`config.mk`:
```
export PLATFORM = sky130hd
export DESIGN_NAME = llc
export DESIGN_NICKNAME = d
export VERILOG_FILES = /design/src/source/llc_pkg.sv /design/src/source/llc_input_decoder.sv /design/src/source/llc_localmem.sv /design/src/source/llc_process_request.sv /design/src/source/llc.sv
export VERILOG_INCLUDE_DIRS = /design/src /design/src/source
export SDC_FILE = /design/constraint.sdc
export NUM_CORES = 2
export LEC_CHECK = 0
export ABC_CLOCK_PERIOD_IN_PS = 6300
export BUFFER_PORTS_ARGS = -buffer_cell sky130_fd_sc_hd__buf_4
export CAP_MARGIN = 15
export CORE_AREA = 2 2 549 687
export DETAILED_ROUTE_END_ITERATION = 10
export DIE_AREA = 0 0 551 689
export PLACE_DENSITY_LB_ADDON = 0.1
export SLEW_MARGIN = 15
export SYNTH_ARGS = -nofsm -noshare
export SYNTH_HDL_FRONTEND = slang
export SYNTH_SLANG_ARGS = --single-unit
```
`constraint.sdc`:
```
create_clock -name clk -period 6.3 [get_ports clk]
set_input_delay 0.315 -clock clk [delete_from_list [all_inputs] [get_ports clk]]
set_output_delay 0.315 -clock clk [all_outputs]
set_load 0.005 [all_outputs]
```
`src/source/llc_defines.svh`:
```
`ifndef LLC_DEFINES_SVH
`define LLC_DEFINES_SVH

// cache geometry.
`define LLC_WAYS 4
`define LLC_SETS 16
`define LLC_SET_BITS 4

// line address is tag then set index.
`define LLC_TAG_BITS 8
`define LLC_ADDR_BITS 12

// one line is a single 32-bit word.
`define LLC_LINE_BITS 32

`endif

```
`src/source/llc_pkg.sv`:
```
`include "llc_defines.svh"

package llc_pkg;

    typedef logic [`LLC_ADDR_BITS-1:0] llc_addr_t;
    typedef logic [`LLC_TAG_BITS-1:0]  llc_tag_t;
    typedef logic [`LLC_SET_BITS-1:0]  llc_set_t;
    typedef logic [`LLC_LINE_BITS-1:0] llc_line_t;
    typedef logic [$clog2(`LLC_WAYS)-1:0] llc_way_t;

    typedef enum logic [1:0] {INVALID = 2'b00, VALID = 2'b01, DIRTY = 2'b10} llc_state_e;
    typedef enum logic {OP_READ = 1'b0, OP_WRITE = 1'b1} llc_op_e;
    // gray order, as the loop only ever steps to its neighbour.
    typedef enum logic [1:0] {DECODE = 2'b00, READ = 2'b01, PROCESS = 2'b11, UPDATE = 2'b10} llc_ctrl_e;

    typedef struct packed {
        llc_op_e   op;
        llc_addr_t addr;
        llc_line_t data;
    } llc_req_t;

    typedef struct packed {
        llc_addr_t addr;
        llc_line_t data;
        logic      hit;
    } llc_rsp_t;

    typedef struct packed {
        logic      write;
        llc_addr_t addr;
        llc_line_t data;
    } llc_mem_req_t;

    typedef struct packed {
        llc_line_t data;
    } llc_mem_rsp_t;

    typedef struct packed {
        llc_tag_t   tag;
        llc_state_e state;
        llc_line_t  line;
    } llc_way_data_t;

endpackage

```
`src/source/llc_input_decoder.sv`:
```
`timescale 1ns/1ns

module llc_input_decoder import llc_pkg::*; (
    input  logic     clk,
    input  logic     rst,
    input  llc_req_t req_in_i,
    input  logic     req_in_valid_i,
    output logic     req_in_ready_o,
    input  logic     rst_tb_i,
    input  logic     rst_tb_valid_i,
    output logic     rst_tb_ready_o,
    input  logic     decode_en_i,
    input  logic     rst_stall_i,
    output llc_req_t msg_req_o,
    output logic     msg_is_req_o,
    output logic     msg_is_flush_o
);

    llc_req_t req_q;
    logic     req_full;
    logic     flush_full;
    logic     flush_cmd;
    logic     take_req;
    logic     take_flush;

    // requests are held off until the first flush completes.
    assign req_in_ready_o = !req_full && !rst_stall_i;
    assign rst_tb_ready_o = !flush_full;

    assign take_flush = decode_en_i && flush_full; // flush has priority.
    assign take_req   = decode_en_i && req_full && !flush_full && !rst_stall_i;

    assign msg_is_flush_o = take_flush && flush_cmd;
    assign msg_is_req_o   = take_req;
    assign msg_req_o      = req_q;

    always_ff @(posedge clk or negedge rst) begin
        if (!rst) begin
            req_full <= 1'b0;
        end else if (req_in_valid_i && req_in_ready_o) begin
            req_full <= 1'b1;
        end else if (take_req) begin
            req_full <= 1'b0;
        end
    end

    always_ff @(posedge clk or negedge rst) begin
        if (!rst) begin
            flush_full <= 1'b0;
        end else if (rst_tb_valid_i && rst_tb_ready_o) begin
            flush_full <= 1'b1;
        end else if (take_flush) begin
            flush_full <= 1'b0; // a zero command is dropped here.
        end
    end

    always_ff @(posedge clk) begin
        if (req_in_valid_i && req_in_ready_o) begin
            req_q <= req_in_i;
        end
        if (rst_tb_valid_i && rst_tb_ready_o) begin
            flush_cmd <= rst_tb_i;
        end
    end

endmodule

```
`src/source/llc_localmem.sv`:
```
`timescale 1ns/1ns
`include "llc_defines.svh"

module llc_localmem import llc_pkg::*; (
    input  logic          clk,
    input  logic          rst,
    input  llc_set_t      rd_set_i,
    output llc_way_data_t rd_ways_o [`LLC_WAYS],
    output llc_way_t      rd_evict_way_o,
    input  logic          wr_en_i,
    input  llc_set_t      wr_set_i,
    input  llc_way_t      wr_way_i,
    input  llc_way_data_t wr_data_i,
    input  logic          wr_evict_en_i,
    input  llc_way_t      wr_evict_way_i,
    input  logic          wr_all_invalid_i
);

    llc_tag_t   tag_mem   [`LLC_SETS][`LLC_WAYS];
    llc_line_t  line_mem  [`LLC_SETS][`LLC_WAYS];
    llc_state_e state_mem [`LLC_SETS][`LLC_WAYS]; // INVALID or VALID.
    logic       dirty_mem [`LLC_SETS][`LLC_WAYS];
    llc_way_t   evict_mem [`LLC_SETS];

    always_ff @(posedge clk) begin
        if (wr_en_i) begin
            tag_mem[wr_set_i][wr_way_i]  <= wr_data_i.tag;
            line_mem[wr_set_i][wr_way_i] <= wr_data_i.line;
        end
    end

    // DIRTY is kept as a valid line plus its dirty bit.
    always_ff @(posedge clk or negedge rst) begin
        if (!rst) begin
            for (int s = 0; s < `LLC_SETS; s++) begin
                for (int w = 0; w < `LLC_WAYS; w++) begin
                    state_mem[s][w] <= INVALID;
                    dirty_mem[s][w] <= 1'b0;
                end
                evict_mem[s] <= '0;
            end
        end else if (wr_all_invalid_i) begin
            for (int w = 0; w < `LLC_WAYS; w++) begin
                state_mem[wr_set_i][w] <= INVALID;
                dirty_mem[wr_set_i][w] <= 1'b0; // dirty data is lost.
            end
            evict_mem[wr_set_i] <= '0;
        end else begin
            if (wr_en_i) begin
                state_mem[wr_set_i][wr_way_i] <= (wr_data_i.state == INVALID) ? INVALID : VALID;
                dirty_mem[wr_set_i][wr_way_i] <= (wr_data_i.state == DIRTY);
            end
            if (wr_evict_en_i) begin
                evict_mem[wr_set_i] <= wr_evict_way_i;
            end
        end
    end

    // whole set comes out one cycle after the index.
    always_ff @(posedge clk) begin
        for (int w = 0; w < `LLC_WAYS; w++) begin
            rd_ways_o[w].tag   <= tag_mem[rd_set_i][w];
            rd_ways_o[w].line  <= line_mem[rd_set_i][w];
            rd_ways_o[w].state <= dirty_mem[rd_set_i][w] ? DIRTY : state_mem[rd_set_i][w];
        end
        rd_evict_way_o <= evict_mem[rd_set_i];
    end

endmodule

```
`src/source/llc_process_request.sv`:
```
`timescale 1ns/1ns
`include "llc_defines.svh"

module llc_process_request import llc_pkg::*; (
    input  logic          clk,
    input  logic          rst,
    input  logic          start_i,
    input  llc_req_t      req_i,
    input  llc_way_data_t ways_i [`LLC_WAYS],
    input  llc_way_t      evict_way_i,
    output llc_rsp_t      rsp_out_o,
    output logic          rsp_out_valid_o,
    input  logic          rsp_out_ready_i,
    output llc_mem_req_t  mem_req_o,
    output logic          mem_req_valid_o,
    input  logic          mem_req_ready_i,
    input  llc_mem_rsp_t  mem_rsp_i,
    input  logic          mem_rsp_valid_i,
    output logic          mem_rsp_ready_o,
    output logic          done_o,
    output llc_way_t      upd_way_o,
    output llc_way_data_t upd_data_o,
    output llc_way_t      upd_evict_o
);

    typedef enum logic [2:0] {P_LOOK, P_WB, P_FILL_REQ, P_FILL_RSP, P_RSP} phase_e;

    phase_e        phase;
    phase_e        next_phase;
    llc_tag_t      req_tag;
    llc_set_t      req_set;
    logic          hit;
    llc_way_t      hit_way;
    logic          found_inv;
    llc_way_t      victim;
    llc_way_data_t victim_data;
    llc_line_t     fill_line;
    llc_line_t     new_line;
    llc_state_e    new_state;

    assign req_tag     = req_i.addr[`LLC_ADDR_BITS-1:`LLC_SET_BITS];
    assign req_set     = req_i.addr[`LLC_SET_BITS-1:0];
    assign victim_data = ways_i[victim];

    always_comb begin
        hit     = 1'b0;
        hit_way = '0;
        for (int w = 0; w < `LLC_WAYS; w++) begin
            if (ways_i[w].state != INVALID && ways_i[w].tag == req_tag) begin
                hit     = 1'b1;
                hit_way = llc_way_t'(w);
            end
        end
    end

    // first free way, else the round-robin pointer.
    always_comb begin
        found_inv = 1'b0;
        victim    = evict_way_i;
        for (int w = 0; w < `LLC_WAYS; w++) begin
            if (!found_inv && ways_i[w].state == INVALID) begin
                found_inv = 1'b1;
                victim    = llc_way_t'(w);
            end
        end
    end

    always_comb begin
        next_phase = phase;
        case (phase)
            P_LOOK: begin
                if (start_i && !hit) begin
                    next_phase = (victim_data.state == DIRTY) ? P_WB : P_FILL_REQ;
                end
            end
            P_WB:       if (mem_req_ready_i) next_phase = P_FILL_REQ;
            P_FILL_REQ: if (mem_req_ready_i) next_phase = P_FILL_RSP;
            P_FILL_RSP: if (mem_rsp_valid_i) next_phase = P_RSP;
            P_RSP:      if (rsp_out_ready_i) next_phase = P_LOOK;
            default:    next_phase = P_LOOK;
        endcase
    end

    always_ff @(posedge clk or negedge rst) begin
        if (!rst) begin
            phase <= P_LOOK;
        end else begin
            phase <= next_phase;
        end
    end

    always_ff @(posedge clk) begin
        if (phase == P_FILL_RSP && mem_rsp_valid_i) begin
            fill_line <= mem_rsp_i.data;
        end
    end

    // a write replaces the whole line.
    always_comb begin
        if (req_i.op == OP_WRITE) begin
            new_line  = req_i.data;
            new_state = DIRTY;
        end else if (hit) begin
            new_line  = ways_i[hit_way].line;
            new_state = ways_i[hit_way].state;
        end else begin
            new_line  = fill_line;
            new_state = VALID;
        end
    end

    always_comb begin
        if (phase == P_WB) begin
            mem_req_o = '{write: 1'b1, addr: {victim_data.tag, req_set}, data: victim_data.line};
        end else begin
            mem_req_o = '{write: 1'b0, addr: req_i.addr, data: '0};
        end
    end

    assign mem_req_valid_o = (phase == P_WB) || (phase == P_FILL_REQ);
    assign mem_rsp_ready_o = (phase == P_FILL_RSP);

    assign rsp_out_o       = '{addr: req_i.addr, data: new_line, hit: hit};
    assign rsp_out_valid_o = (start_i && phase == P_LOOK && hit) || (phase == P_RSP);
    assign done_o          = rsp_out_valid_o && rsp_out_ready_i;

    assign upd_way_o   = hit ? hit_way : victim;
    assign upd_data_o  = '{tag: req_tag, state: new_state, line: new_line};
    assign upd_evict_o = hit ? evict_way_i : victim + llc_way_t'(1); // wraps at 4.

endmodule

```
`src/source/llc.sv`:
```
`timescale 1ns/1ns
`include "llc_defines.svh"

module llc import llc_pkg::*; (
    input  logic         clk,
    input  logic         rst,
    input  llc_req_t     req_in_i,
    input  logic         req_in_valid_i,
    output logic         req_in_ready_o,
    input  logic         rst_tb_i,
    input  logic         rst_tb_valid_i,
    output logic         rst_tb_ready_o,
    output llc_rsp_t     rsp_out_o,
    output logic         rsp_out_valid_o,
    input  logic         rsp_out_ready_i,
    output llc_mem_req_t mem_req_o,
    output logic         mem_req_valid_o,
    input  logic         mem_req_ready_i,
    input  llc_mem_rsp_t mem_rsp_i,
    input  logic         mem_rsp_valid_i,
    output logic         mem_rsp_ready_o,
    output logic         rst_tb_done_o,
    output logic         rst_tb_done_valid_o,
    input  logic         rst_tb_done_ready_i
);

    llc_ctrl_e     state;
    llc_ctrl_e     next_state;
    logic          decode_en;
    logic          rd_en;
    logic          process_en;
    logic          update_en;

    llc_req_t      msg_req;
    logic          msg_is_req;
    logic          msg_is_flush;
    logic          rst_stall;

    llc_req_t      cur_req;
    logic          cur_flush;
    llc_set_t      cur_set;

    llc_way_data_t rd_ways [`LLC_WAYS];
    llc_way_t      rd_evict_way;
    llc_way_data_t ways_buf [`LLC_WAYS];
    llc_way_t      evict_buf;

    logic          proc_done;
    llc_way_t      upd_way;
    llc_way_t      upd_way_q;
    llc_way_data_t upd_data;
    llc_way_t      upd_evict;

    llc_set_t      flush_set;
    logic          process_done;
    logic          done_xfer;
    logic          wr_en;

    assign decode_en  = (state == DECODE);
    assign rd_en      = (state == READ);
    assign process_en = (state == PROCESS);
    assign update_en  = (state == UPDATE);

    assign cur_set      = cur_req.addr[`LLC_SET_BITS-1:0];
    assign process_done = cur_flush ? (flush_set == llc_set_t'(`LLC_SETS - 1)) : proc_done;
    assign done_xfer    = rst_tb_done_valid_o && rst_tb_done_ready_i;
    assign wr_en        = update_en && !cur_flush;

    always_comb begin
        next_state = state;
        case (state)
            DECODE:  if (msg_is_req || msg_is_flush) next_state = READ;
            READ:    next_state = PROCESS;
            PROCESS: if (process_done) next_state = UPDATE;
            UPDATE:  if (!cur_flush || done_xfer) next_state = DECODE;
            default: next_state = DECODE;
        endcase
    end

    always_ff @(posedge clk or negedge rst) begin
        if (!rst) begin
            state <= DECODE;
        end else begin
            state <= next_state;
        end
    end

    llc_input_decoder decoder_i (
        .clk            (clk),
        .rst            (rst),
        .req_in_i       (req_in_i),
        .req_in_valid_i (req_in_valid_i),
        .req_in_ready_o (req_in_ready_o),
        .rst_tb_i       (rst_tb_i),
        .rst_tb_valid_i (rst_tb_valid_i),
        .rst_tb_ready_o (rst_tb_ready_o),
        .decode_en_i    (decode_en),
        .rst_stall_i    (rst_stall),
        .msg_req_o      (msg_req),
        .msg_is_req_o   (msg_is_req),
        .msg_is_flush_o (msg_is_flush)
    );

    always_ff @(posedge clk or negedge rst) begin
        if (!rst) begin
            cur_flush <= 1'b0;
        end else if (msg_is_req || msg_is_flush) begin
            cur_flush <= msg_is_flush;
        end
    end

    always_ff @(posedge clk) begin
        if (msg_is_req) begin
            cur_req <= msg_req;
        end
    end

    // stalled from reset until a flush has been answered.
    always_ff @(posedge clk or negedge rst) begin
        if (!rst) begin
            rst_stall <= 1'b1;
        end else if (msg_is_flush) begin
            rst_stall <= 1'b1;
        end else if (done_xfer) begin
            rst_stall <= 1'b0;
        end
    end

    always_ff @(posedge clk or negedge rst) begin
        if (!rst) begin
            flush_set <= '0;
        end else if (process_en && cur_flush) begin
            flush_set <= flush_set + llc_set_t'(1); // back to 0 after the last set.
        end
    end

    llc_localmem localmem_i (
        .clk              (clk),
        .rst              (rst),
        .rd_set_i         (msg_req.addr[`LLC_SET_BITS-1:0]),
        .rd_ways_o        (rd_ways),
        .rd_evict_way_o   (rd_evict_way),
        .wr_en_i          (wr_en),
        .wr_set_i         (cur_flush ? flush_set : cur_set),
        .wr_way_i         (upd_way_q),
        .wr_data_i        (ways_buf[upd_way_q]),
        .wr_evict_en_i    (wr_en),
        .wr_evict_way_i   (evict_buf),
        .wr_all_invalid_i (process_en && cur_flush)
    );

    // buffers take the set in READ and the result when PROCESS ends.
    always_ff @(posedge clk) begin
        if (rd_en) begin
            ways_buf  <= rd_ways;
            evict_buf <= rd_evict_way;
        end else if (proc_done) begin
            ways_buf[upd_way] <= upd_data;
            evict_buf         <= upd_evict;
            upd_way_q         <= upd_way;
        end
    end

    llc_process_request process_i (
        .clk             (clk),
        .rst             (rst),
        .start_i         (process_en && !cur_flush),
        .req_i           (cur_req),
        .ways_i          (ways_buf),
        .evict_way_i     (evict_buf),
        .rsp_out_o       (rsp_out_o),
        .rsp_out_valid_o (rsp_out_valid_o),
        .rsp_out_ready_i (rsp_out_ready_i),
        .mem_req_o       (mem_req_o),
        .mem_req_valid_o (mem_req_valid_o),
        .mem_req_ready_i (mem_req_ready_i),
        .mem_rsp_i       (mem_rsp_i),
        .mem_rsp_valid_i (mem_rsp_valid_i),
        .mem_rsp_ready_o (mem_rsp_ready_o),
        .done_o          (proc_done),
        .upd_way_o       (upd_way),
        .upd_data_o      (upd_data),
        .upd_evict_o     (upd_evict)
    );

    assign rst_tb_done_o       = 1'b1;
    assign rst_tb_done_valid_o = update_en && cur_flush; // held in UPDATE until taken.

endmodule

```
# Word-level counts from Yosys, hierarchy flattened
# Memories as Yosys holds them, arrays and structs flattened. A register that Yosys moved wholly into a read port is not among the register bits.
# Index checks and enable logic that the tools add are counted.
# totals
in_bits	86
output_inout_bits	97
n_memories	2
reg_bits	542
ram_bits	2560
# classes
eq_ne	23
n_addsub	2
n_reduce_logical	60
bitwise	25
n_mux	108
n_lt_le_gt_ge	9
# memory_table
memory	depth	width	rd	rd_clocked_by_memory_dff	write_ports	line_no	text
localmem_i.line_mem	16	128	1	1	1	llc_localmem.sv:20	llc_line_t line_mem [`LLC_SETS][`LLC_WAYS];
localmem_i.tag_mem	16	32	1	1	1	llc_localmem.sv:19	llc_tag_t tag_mem [`LLC_SETS][`LLC_WAYS];
# ops
op	count
128-bit AND	4
128-bit inverter	4
128-bit two-way mux	3
168-bit two-way mux	2
64-bit AND	4
64-bit inverter	4
42-bit binary-select mux with 2-bit select	3
42-bit two-way mux	5
32-bit two-way mux	6
168-bit bitwise mux	1
8-bit demux with 4-bit select	5
128-bit bitwise mux	1
64-bit two-way mux	2
42-bit demux with 2-bit select	1
4-bit demux with 4-bit select	5
34-bit two-way mux	2
64-bit bitwise mux	1
32-bit demux with 2-bit select	1
45-bit two-way mux	1
2-bit two-way mux	22
8-bit two-way mux	5
32-bit AND	1
8-bit binary-select mux with 4-bit select	1
32-bit bitwise mux	1
other kinds (40)	142

# Longest topological paths before layout
# logic_depth
ltp_word	20
ltp_mapped	10
ltp_nobuf	7

# Hierarchy
# From an unflattened synthesis, not the netlist that was laid out.
# unflattened
cells_unflattened	6064
hier_area_um2	127151.9
# modules_own_cells
module	cells_per_inst	seq_area_each_um2	n_inst	area_per_inst_um2
llc_localmem	4886	85882.4	1	110245.7
llc	536	6717.7	1	9839.4
llc_process_request	584	1036.0	1	5576.6
llc_input_decoder	58	1431.4	1	1490.2

# Worst setup path before layout
# Ideal clock, no wire load.
# synth_path
path_type	register to register
startpoint	register cur_req[41] (netlist bit)
endpoint	register ways_buf[0] (netlist bit), enable pin
setup_slack_ns	0.947
setup_time_ns	0.500
synth_period_minus_slack_ns	5.353
path_stages_with_launch	11
n_path_buf	3
required_ns	5.800
arrival_ns	4.853
path_cell_list	edfxtp_1 -> buf_4 -> xor2_1 -> nor4_2 -> nand3_1 -> buf_4 -> buf_6 -> a41oi_1 -> o21a_1 -> nand2_1 -> o21ai_0
# synth_between
elab_chain_cells	10
word_cells_on_any_way	16
classes_between	eq/ne (4); mux (4); reduce/logical (8)
# synth_lines
element	line_no	text
from (decl)	llc.sv:39	llc_req_t cur_req;
from (signal assigned)	llc.sv:114	cur_req <= msg_req;
8-bit == test	llc_process_request.sv:49	if (ways_i[w].state != INVALID && ways_i[w].tag == req_tag) begin
1-bit logical AND	llc_process_request.sv:49	
1-bit two-way mux (3 in a row)	llc_process_request.sv:49	
1-bit two-way mux *	llc_process_request.sv:49	
1-bit logical AND *	llc_process_request.sv:124	assign rsp_out_valid_o = (start_i && phase == P_LOOK && hit) || (phase == P_RSP);
1-bit logical OR *	llc_process_request.sv:124	
net rsp_out_valid_o	llc.sv:14	output logic rsp_out_valid_o,
1-bit logical AND *	llc_process_request.sv:125	assign done_o = rsp_out_valid_o && rsp_out_ready_i;
2-bit nonzero test (no source line) *	--	
to (signal assigned)	llc.sv:155	ways_buf <= rd_ways;
to (signal, indexed assignment)	llc.sv:158	ways_buf[upd_way] <= upd_data;
to (decl)	llc.sv:45	llc_way_data_t ways_buf [`LLC_WAYS];
# Mark *: on every way through the listed nets, which the timed path passes. The rest lies on a longest branch.
# A chain may end at the register's enable or synchronous reset.

==> results by group <==
Outcome
  – Status: finished, final reports clean

Detailed routing
  – Wirelength, routed: 407 mm
  – Remaining DRCs: 0
  – DR WL met2: about 210 mm
  – Vias: about 63k
  – M1 wire length: around 170 mm
  – WL/cell: roughly 34 um
  – Top layer in use: met5
  – DR iter-0 viols: 6542
  – Initial DRT Pass Iterations: 5
  – Vias/cell: approximately 5.4
  – Met3 wire len: a little over 20 mm
  – DRT antenna net count: 0

Synth
  – Ys async rst share: 0.0727
  – Mapped cell area: roughly 0.13 mm2
  – Yosys Warn Count: 0
  – Sequential share of the synthesized area: 0.751
  – Commonest cells in the synthesized netlist: edfxtp_1, mux4_2, nand2_1, dfrtp_1, o21ai_0
  – Cell taking the most area after synthesis: edfxtp_1
  – Syn Nets: approximately 6.2k
  – Count leader, synth: edfxtp_1
  – Post-synth EDFFs: roughly 2.9k
  – Mapped Cells: slightly above 6k
  – Ys flop type: edfxtp_1
  – Top cell type's share of synthesized area: 0.678
  – Avg Cell Area, Syn: between 20 and 25 um2
  – Seq cells post-synth: 3262
  – Netlist cell types: 71
  – Most area-consuming cells after synthesis: edfxtp_1, mux4_2, dfrtp_1

Setup path
  – Startpoint types: register
  – Crit end category: output port
  – R2r worst-path depth: 8
  – Reg2reg setup slack: 1.94 ns
  – Slowest stage delay, CP: 0.88 ns
  – CP Cell Sequence: xor2_1 > nor4_2 > nand3_2 > nand4_4 > nor3b_1 > a221oi_4 > inv_1 > buf_4
  – Slowest-stage cell, CP: nand4_4
  – Crit path kind: reg -> out
  – Reg2Reg Capture Point: ways_buf[151]
  – Req. time, crit path: ~6 ns
  – Worst Path Arrival: around 4.7 ns
  – Critical Path Start: cur_req[41]
  – Reg-to-reg startpoint: cur_req[41]
  – CP Max Fanout: 36

Clock network
  – Clk slew on worst S/H paths: around 0.060 ns
  – CTS tree: built
  – Worst-skew pair later-pin latency: ~0.91 ns
  – Root buf cell: clkbuf_16
  – CTS Sinks: ~3.3k
  – Max H-tree Level: 5
  – CTS buffer count: 345
  – Deepest clock path buffer count: 4

Power and ir drop
  – Leakage: about 48 nW
  – Pwr dens: slightly above 400 mW/mm2
  – Power, Total: approximately 61 mW
  – IR drop worst, VDD: a little over 0.3 mV

Final layout
  – Layout cells sized above 1: 0.292
  – Final net count: 6642
  – Synthesis-to-layout area growth: 16.5%
  – Post-route cell area: about 0.15 mm2
  – Post-route core utilization: 0.395
  – Filler Cell Count: 33.4k

Die
  – Core Region: 0.373 mm2
  – Row count: roughly 250
  – Chip width: about 550 um
  – Die area: between 0.3 and 0.4 mm2
  – Die Y: between 600 and 700 um
  – I/O pins: between 150 and 200
  – Initial Utilization: 0.339

Placed design
  – Port-buffer cells: approximately 180
  – DP Area: ~0.14 mm2
  – Post-detail-place hpwl: 247 mm
  – GP Congestion: approximately 0.84

Timing
  – Final Max Tran Viols: 0
  – Hold_ws: approximately 0.11 ns
  – Clock Skew: roughly 0.059 ns
  – Setup TNS: 0 ns
  – Fmax: between 150 and 200 MHz
  – Slew @ Worst Pin: 1.25 ns
  – Min cycle time layout: ~5.0 ns
  – Finish-stage setup viols: 0
  – Final Hold Fails: 0
  – Period utilization: 0.797
  – Relative max-transition margin: 0.167
  – RSZ-0062 raised after global routing: no

Global routing
  – First-pass GRT wire length: 560 mm
  – Vias in the first global route: around 66k
  – Largest net degree at the start of global routing: approximately 120
  – Initial antenna violation count: 35
  – GRT Total Usage: 0.214
  – Grt total ovfl: 0

Run
  – Max Cap Viol: 0

Hold path
  – Hold/Removal Path Class: in -> async
-- final cells by class --
cell class	count	area, um2	area share
flip-flops and latches	3262	95100	0.645
multi-input cells	2413	30100	0.204
clock buffers	486	9750	0.0661
well taps	4933	6170	0.0419
repair buffers	468	4360	0.0296
clock inverters	137	1610	0.0109
inverters	65	244	0.00165
diodes	69	173	0.00117
-- state kept, by name, summed over array words and instances (netlist names), 4 cells and up --
register,cells
localmem_i.state_mem,128
localmem_i.dirty_mem,64
localmem_i.line_mem,2048
decoder_i.msg_req_o,45
localmem_i.evict_mem,32
flush_set,4
localmem_i.rd_ways_o,168
process_i.fill_line,32
cur_req,45
localmem_i.tag_mem,512
ways_buf,168
-- metrics by stage --
step,instances,setup WS [ns]
2_1_floorplan,6091,0.947
3_3_place_gp,11100,2.05
3_5_place_dp,11100,1.97
4_1_cts,11800,1.19
5_1_grt,11800,1.12
6_report,11800,1.28
-- metal layers --
layer | up-vias | track usage
met2 | 1942 | 0.367
met5 | - | 0
met4 | 6 | 0.0583
li1 | 25900 | -
met1 | 35100 | 0.283
met3 | 509 | 0.0303
-- cell families (layout without fill, tap and decap cells) --
family	after synthesis	in the layout	share of synthesized area
buffers and inverters	416	1156	0.0148
AND/OR/NAND/NOR	932	932	0.0360
multiplexers	947	947	0.167
other	1	70	0.0000296
adder cells (fa/ha/maj)	1	1	0.0000989
AO/OA/AOI/OAI	495	495	0.0282
XOR/XNOR	37	37	0.00256
flip-flops	3262	3262	0.751
-- critical path: cells and delay by family, from the launching register on --
kind	cells	cell delay, ns
buf+inv	2	0.42
compound gates	1	0.36
xor+xnor	1	0.23
simple gates	4	2.20
flops	1	0.53
-- how the worst max path moves through the flow --
stage | end | slack, ns | depth (start not counted)
finish | rsp_out_o[29] | 1.28 | 8
global route | rsp_out_o[29] | 1.12 | 8
CTS | rsp_out_o[29] | 1.19 | 8
detailed placement | ways_buf[157] | 1.97 | 8
global placement | ways_buf[157] | 2.05 | 8
floorplan | ways_buf[0] | 0.95 | 10
-- where the power goes --
part | switching [mW] | internal (mW)
Combinational | 8.37 | 3.23
Sequential | 1.02 | 27.5
Clock | 8.61 | 12.1
-- what timing repair did --
action,in CTS,in global routing
buffers inserted,0,0
hold buffers,84,0
gates resized for setup,0,0
hold endpoints to repair,201,0
-- cell usage in the layout, fill, tap and decap left out, drive strengths merged, types with 33 or more instances in the layout --
cell type,n
edfxtp,2855
mux4,930
clkbuf,486
nand2,464
buf,384
o21ai,313
dfrtp,236
dfxtp,170
nor2,163
and2,99
clkinv,89
dlygate4sd3,84
inv,73
nor3,71
diode,69
nor3b,34
a22o,33
bufinv,33
a221oi,33
Power figures use the tool's default switching activity.
